$ cat src/tdma_pkg.sv
// sizes, word and index types, slot constants and scheduler states
// for the four-port time-division crossbar

package tdma_pkg;

    // port count and word width
    localparam int NUM_PORTS = 4;
    localparam int DATA_W = 8;

    // slot length in clocks
    localparam int SLOT_CYCLES = 16;

    // index and counter widths
    localparam int PORT_W = 2;
    localparam int CNT_W = 4;

    // last count of a slot and last slot of a round
    localparam logic [CNT_W-1:0] SLOT_LAST = CNT_W'(SLOT_CYCLES - 1);
    localparam logic [PORT_W-1:0] PORT_LAST = PORT_W'(NUM_PORTS - 1);

    typedef logic [DATA_W-1:0] data_t;

    typedef logic [PORT_W-1:0] port_id_t;

    // scheduler FSM, one pass per slot
    typedef enum logic [1:0] {
        S_IDLE,
        S_WAIT_SLOT,
        S_GRANT,
        S_FORWARD
    } sched_state_t;

endpackage

$ cat src/slot_if.sv
// slot timing, grant and pop path shared by timer, scheduler,
// ingress ports and router
`timescale 1ns/1ps

interface slot_if;
    import tdma_pkg::*;

    logic slot_start;
    port_id_t slot_idx;
    logic [NUM_PORTS-1:0] grant;
    logic [NUM_PORTS-1:0] full;
    data_t pop_data;
    logic pop_valid;

    modport timer (
        output slot_start,
        output slot_idx
    );

    modport sched (
        output grant,
        output pop_valid,
        input slot_start,
        input slot_idx,
        input full
    );

    modport port (
        output full,
        output pop_data,
        input grant
    );

    modport router (
        input pop_valid,
        input pop_data,
        input slot_idx
    );

endinterface

$ cat src/broadcast_router.sv
// broadcast router, registers the popped word into every output lane
// together with the source id and a one-cycle valid
`timescale 1ns/1ps

module broadcast_router (
    input logic clk,
    input logic rst_n,
    slot_if.router rtr,
    output logic out_valid,
    output tdma_pkg::port_id_t out_src,
    output tdma_pkg::data_t out_data [tdma_pkg::NUM_PORTS]
);
    import tdma_pkg::*;

    // valid and source id stage
    always_ff @(posedge clk or negedge rst_n) begin
        if (!rst_n) begin
            out_valid <= 1'b0;
            out_src <= '0;
        end else begin
            out_valid <= rtr.pop_valid;
            // slot owner is the granted port
            if (rtr.pop_valid) begin
                out_src <= rtr.slot_idx;
            end
        end
    end

    // one register per lane keeps the fan-out local
    genvar i;
    generate
        for (i = 0; i < NUM_PORTS; i++) begin : g_lane
            always_ff @(posedge clk or negedge rst_n) begin
                if (!rst_n) begin
                    out_data[i] <= '0;
                end else if (rtr.pop_valid) begin
                    out_data[i] <= rtr.pop_data;
                end
            end
        end
    endgenerate

endmodule

$ cat src/ingress_port.sv
// ingress port, one-word buffer behind a four-phase req/ack handshake
`timescale 1ns/1ps

module ingress_port (
    input logic clk,
    input logic rst_n,
    input logic req,
    input tdma_pkg::data_t data,
    output logic ack,
    input logic grant_me,
    output logic full,
    output tdma_pkg::data_t word
);

    // handshake states held in ack and full
    //   empty wait : !ack && !full
    //   acked      :  ack, waiting for req to drop
    //   released   : !ack &&  full, word waits for its slot
    always_ff @(posedge clk or negedge rst_n) begin
        if (!rst_n) begin
            ack <= 1'b0;
            full <= 1'b0;
        end else begin
            // scheduler took the word
            if (grant_me) begin
                full <= 1'b0;
            end
            if (ack) begin
                if (!req) begin
                    ack <= 1'b0;
                end
            end else if (req && !full) begin
                full <= 1'b1;
                ack <= 1'b1;
            end
        end
    end

    // payload only, written on capture
    always_ff @(posedge clk) begin
        if (!ack && req && !full) begin
            word <= data;
        end
    end

    a_grant_needs_word: assert property (
        @(posedge clk) disable iff (!rst_n)
        grant_me |-> full
    );

    // source must wait for ack low before a new request
    a_release: assert property (
        @(posedge clk) disable iff (!rst_n)
        $rose(req) |-> !ack
    );

endmodule

$ cat src/slot_timer.sv
// slot timer, counts clocks per slot and steps the slot index
// round robin over the ports
`timescale 1ns/1ps

module slot_timer (
    input logic clk,
    input logic rst_n,
    slot_if.timer tim
);
    import tdma_pkg::*;

    logic [CNT_W-1:0] cnt;
    port_id_t slot_idx;

    always_ff @(posedge clk or negedge rst_n) begin
        if (!rst_n) begin
            cnt <= '0;
            slot_idx <= '0;
        end else if (cnt == SLOT_LAST) begin
            cnt <= '0;
            // next slot belongs to the next port
            if (slot_idx == PORT_LAST) begin
                slot_idx <= '0;
            end else begin
                slot_idx <= slot_idx + 1'b1;
            end
        end else begin
            cnt <= cnt + 1'b1;
        end
    end

    // count 0 opens the slot, slot_idx is already the new owner here
    assign tim.slot_start = (cnt == '0);
    assign tim.slot_idx = slot_idx;

    // the count wraps back to zero after one full slot
    a_slot_period: assert property (
        @(posedge clk) disable iff (!rst_n)
        tim.slot_start |-> ##SLOT_CYCLES tim.slot_start
    );

    // owner only changes at a slot boundary
    a_idx_at_start: assert property (
        @(posedge clk) disable iff (!rst_n)
        (tim.slot_idx != $past(tim.slot_idx)) |-> tim.slot_start
    );

endmodule

$ cat src/tdma_crossbar.sv
// crossbar top, slot timer, scheduler, four ingress ports and the
// broadcast router around one slot interface
`timescale 1ns/1ps

module tdma_crossbar (
    input logic clk,
    input logic rst_n,
    input logic [tdma_pkg::NUM_PORTS-1:0] in_req,
    input tdma_pkg::data_t in_data [tdma_pkg::NUM_PORTS],
    output logic [tdma_pkg::NUM_PORTS-1:0] in_ack,
    output logic out_valid,
    output tdma_pkg::port_id_t out_src,
    output tdma_pkg::data_t out_data [tdma_pkg::NUM_PORTS]
);
    import tdma_pkg::*;

    slot_if sif ();

    logic [NUM_PORTS-1:0] port_full;
    data_t port_word [NUM_PORTS];

    slot_timer u_timer (
        .clk(clk),
        .rst_n(rst_n),
        .tim(sif.timer)
    );

    tdma_scheduler u_sched (
        .clk(clk),
        .rst_n(rst_n),
        .sch(sif.sched)
    );

    genvar g;
    generate
        for (g = 0; g < NUM_PORTS; g++) begin : g_port
            ingress_port u_port (
                .clk(clk),
                .rst_n(rst_n),
                .req(in_req[g]),
                .data(in_data[g]),
                .ack(in_ack[g]),
                .grant_me(sif.grant[g]),
                .full(port_full[g]),
                .word(port_word[g])
            );
        end
    endgenerate

    assign sif.full = port_full;

    // one-hot select of the granted buffer
    always_comb begin
        sif.pop_data = '0;
        for (int i = 0; i < NUM_PORTS; i++) begin
            if (sif.grant[i]) begin
                sif.pop_data = sif.pop_data | port_word[i];
            end
        end
    end

    broadcast_router u_router (
        .clk(clk),
        .rst_n(rst_n),
        .rtr(sif.router),
        .out_valid(out_valid),
        .out_src(out_src),
        .out_data(out_data)
    );

endmodule

$ cat src/tdma_scheduler.sv
// scheduler FSM, opens each slot, grants the owning port when it
// holds a word and raises pop_valid for the router
`timescale 1ns/1ps

module tdma_scheduler (
    input logic clk,
    input logic rst_n,
    slot_if.sched sch
);
    import tdma_pkg::*;

    sched_state_t state;
    logic [NUM_PORTS-1:0] owner_hot;

    // one-hot of the current slot owner
    always_comb begin
        owner_hot = '0;
        owner_hot[sch.slot_idx] = 1'b1;
    end

    always_ff @(posedge clk or negedge rst_n) begin
        if (!rst_n) begin
            state <= S_IDLE;
            sch.grant <= '0;
            sch.pop_valid <= 1'b0;
        end else begin
            // grant is a single cycle pulse
            sch.grant <= '0;
            sch.pop_valid <= 1'b0;
            case (state)
                S_IDLE: begin
                    state <= S_WAIT_SLOT;
                end
                S_WAIT_SLOT: begin
                    if (sch.slot_start) begin
                        state <= S_GRANT;
                        // empty owner leaves the slot idle
                        if (sch.full[sch.slot_idx]) begin
                            sch.grant <= owner_hot;
                            sch.pop_valid <= 1'b1;
                        end
                    end
                end
                S_GRANT: begin
                    // port drops full, router loads the word
                    state <= S_FORWARD;
                end
                S_FORWARD: begin
                    // router output valid this cycle
                    state <= S_WAIT_SLOT;
                end
                default: begin
                    state <= S_IDLE;
                end
            endcase
        end
    end

    a_grant_onehot: assert property (
        @(posedge clk) disable iff (!rst_n)
        $onehot0(sch.grant)
    );

    a_pop_matches_grant: assert property (
        @(posedge clk) disable iff (!rst_n)
        sch.pop_valid == (sch.grant != '0)
    );

endmodule
$ cat config.mk
export PLATFORM = sky130hd
export DESIGN_NAME = tdma_crossbar
export DESIGN_NICKNAME = d
export VERILOG_FILES = /design/src/tdma_pkg.sv /design/src/slot_if.sv /design/src/broadcast_router.sv /design/src/ingress_port.sv /design/src/slot_timer.sv /design/src/tdma_crossbar.sv /design/src/tdma_scheduler.sv
export SDC_FILE = /design/constraint.sdc
export NUM_CORES = 1
export LEC_CHECK = 0
export BUFFER_PORTS_ARGS = -buffer_cell sky130_fd_sc_hd__buf_4
export CORE_MARGIN = 3
export CORE_UTILIZATION = 55
export CTS_CLUSTER_SIZE = 16
export DETAILED_ROUTE_END_ITERATION = 12
export PLACE_DENSITY = 0.86
export SLEW_MARGIN = 30
export SYNTH_ARGS = -nofsm -noshare
export SYNTH_HDL_FRONTEND = slang
export SYNTH_SLANG_ARGS = --single-unit
$ cat constraint.sdc
create_clock -name clk -period 4.26 [get_ports clk]
set_clock_uncertainty 0.2 [all_clocks]
set_input_delay 0.852 -clock clk [delete_from_list [all_inputs] [get_ports clk]]
set_output_delay 0.852 -clock clk [all_outputs]
set_load 0.005 [all_outputs]
==> out/qor.yml <==
critical_path:
  cp_data_arrival_time_ns: 0.93
  r2r_setup_slack_ns: 2.56
  cp.depth: 1
  startpoint: "u_router.out_data[25]$_DFFE_PN0P_"
  required_ns: 3.21
  r2r_end: "u_sched.sch.grant[0]$_DFF_PN0_"
  worstSetupEndpointType: "primary output"
  cp_top_family: "flip-flops"
  worst-path-buf-inv: 1
  worstPathCellList: "buf_4"
  cp_max_fo: 5
  setup.worst_path.end: "out_data[9]"
  worst-setup-path-type: "reg2out"
  r2r_start: "u_timer.tim.slot_idx[0]$_DFFE_PN0N_"
  slowest_delay_ns: 0.43
  worst_path_max_delay_cell: "dfrtp_1"
  cp-start-kind: "flip-flop"
  reg2reg_depth: 3
die:
  start_util_pct: 58.6
  die_h_um: 75.1
  std_cell_rows: 24
  die_area_um2: 5640
  die_w_um: 75.1
  ios: 77
  coreArea_um2: 4470
synth:
  synth_area_per_cell_um2: 14.1
  synth_nets: 232
  ys_ff_latch: 64
  synth_edf_count: 32
  ys_seq_area_share_pct: 67.1
  synth_cell_type_count: 28
  ys_warn_count: 0
  synthArstFlopShare_pct: 50.0
  synth_cells: 186
  synth_top_area_cell: "edfxtp_1"
  yosysTopAreaCellShare_pct: 36.6
  synthFlopType: "edfxtp_1"
  syn_area_um2: 2620
  netlist_top_cells_area: "edfxtp_1 (37%), dfrtp_1 (31%), buf_4 (8.0%)"
global_routing:
  grt_max_degree: 33
  gr-usage-all-layers_pct: 19.4
  grt_pass1_wl_um: 7650
  grt_pass1_vias: 1605
  antenna_found_initial: 0
  grt-ovfl-total: 0
clock_tree:
  path_clk_slew_ns: 0.07
  cts_tree: "yes"
  cts_htree_levels: 3
  post_cts_resized: 0
  hold_buffers: 0
  cts_sinks: 64
  clock-root-buffer: "clkbuf_8"
  worstSkewPairLatency_ns: 0.33
  ctsLongestPathBuffers: 2
  cts_setup_buffers: 0
  cts_made_buffers: 9
layout:
  drive_gt1_share_pct: 40.7
  final_area_um2: 3220
  fin_nets: 287
  area_growth_pct: 22.6
  diodes: 0
  nFillCells: 307
routing:
  initialDrtViolationCount: 99
  wire_per_inst_um: 16.8
  dr.pass1.iters: 4
  antenna_left: 0
  vias: 1617
  drt_wl_total_um: 5020
  drcViolationCount: 0
  vias_per_cell: 5.43
outcome:
  status: "finished, final reports clean"
timing:
  setup-tns-final_ns: 0
  hold_viol_final: 0
  report.final.slew_viol_count: 0
  slew_headroom_pct: 51.4
  finalCriticalPeriod_ns: 1.98
  tightest_slew_ns: 0.726
  whs_ns: 0.244
  fin_crit_sh_pct: 46.5
  grt_setup_unrepaired: "false"
  layout_setup_ws_ns: 2.28
  setup_viol_count_final: 0
  max_freq_mhz: 505
pwr:
  p_leak_nw: 1.43
  p_per_area_nw_per_um2: 450
  power_w: 0.00145
  peakVddDrop_uv: 270
place:
  dpl_worst_slack_ns: 2.13
  gp_congestion: 0.776
  hpwl_um: 3620
  post_dp_cell_area_um2: 3050
  io_buffers: 76
hold_path:
  hp-class: "in2async"
run:
  cap_viol_max_count: 0
==> worst min path at each step <==
| stage | end | cells after the start |
|---|---|---|
| floorplan | u_router.out_valid$_DFF_PN0_ | 0 |
| finish | u_router.out_valid$_DFF_PN0_ | 1 |
| detailed placement | u_timer.cnt[0]$_DFF_PN0_ | 1 |
| global placement | u_timer.cnt[0]$_DFF_PN0_ | 1 |
| global route | u_sched.sch.grant[0]$_DFF_PN0_ | 1 |
| CTS | u_router.out_valid$_DFF_PN0_ | 1 |
==> state kept, by name (all words and copies together), names as in the netlist <==
| name | flops |
|---|---|
| u_sched.state | 2 |
| u_router.out_data | 8 |
| u_sched.sch.grant | 4 |
| g_port.u_port.full | 4 |
| g_port.u_port.word | 32 |
| u_timer.tim.slot_idx | 2 |
| u_sched.sch.pop_valid | 1 |
| g_port.u_port.ack | 4 |
| u_timer.cnt | 4 |
| u_router.out_src | 2 |
| u_router.out_valid | 1 |
==> final cells by class <==
type                            count  area, µm²  share of cell area [%]
Sequential cell                    64       1760                    54.8
Timing Repair Buffer               78        586                    18.2
Multi-Input combinational cell     73        582                    18.1
Clock buffer                       12        145                    4.51
Tap cell                           52       65.1                    2.02
Inverter                           15       56.3                    1.75
Clock inverter                      4       20.0                   0.623
==> cell families (layout without fill, tap and decap cells) <==
group | Yosys count | in the layout | share of synthesized area (%)
simple gates | 20 | 20 | 4.29
buf+inv | 49 | 109 | 11.1
mux | 6 | 6 | 2.91
xor+xnor | 1 | 1 | 0.334
fa+ha+maj | 8 | 8 | 3.82
flops | 64 | 64 | 67.1
compound gates | 38 | 38 | 10.4
==> report_power, final <==
| group | leakage, nW | internal, W | switching [W] |
|---|---|---|---|
| combinational | 0.679 | 0.000138 | 0.0000847 |
| sequential | 0.669 | 0.000725 | 0.0000615 |
| clock | 0.0815 | 0.000222 | 0.000217 |
==> synthesized netlist by cell type (all sizes together), types with 2 or more instances <==
cell type,instances
mux2i,2
nor3b,4
a31oi,9
dfrtp,32
a21o,5
edfxtp,32
nor2,9
mux2,3
and2,4
a22oi,16
clkbuf,4
a21boi,4
inv,15
ha,8
buf,30
==> cells in the final DEF (no fill, tap or decap), types with 2 or more instances in the layout <==
master,n
dfrtp_1,32
clkbuf_8,10
inv_1,15
ha_1,8
clkinv_1,2
nor2_1,9
mux2_2,3
a31oi_1,9
a21boi_0,4
a21o_1,4
edfxtp_1,32
nor3b_2,2
clkbuf_1,2
and2_1,3
nor3b_1,2
buf_4,78
mux2i_1,2
a22oi_1,16
==> layer usage <==
layer	GRT usage (%)	wire (µm)	up-vias
li1	-	-	748
met1	23.8	2050	782
met2	31.3	2490	72
met3	4.14	322	15
met4	12.1	148	0
met5	0	0	-
==> stage by stage <==
step | utilization, % | std cells
after floorplan | - | 186
after global placement | 68.0 | 282
after detailed placement | 68.2 | 282
after CTS | 71.9 | 298
after global routing | 71.9 | 298
final | 71.9 | 298
Power figures use the tool's default switching activity.
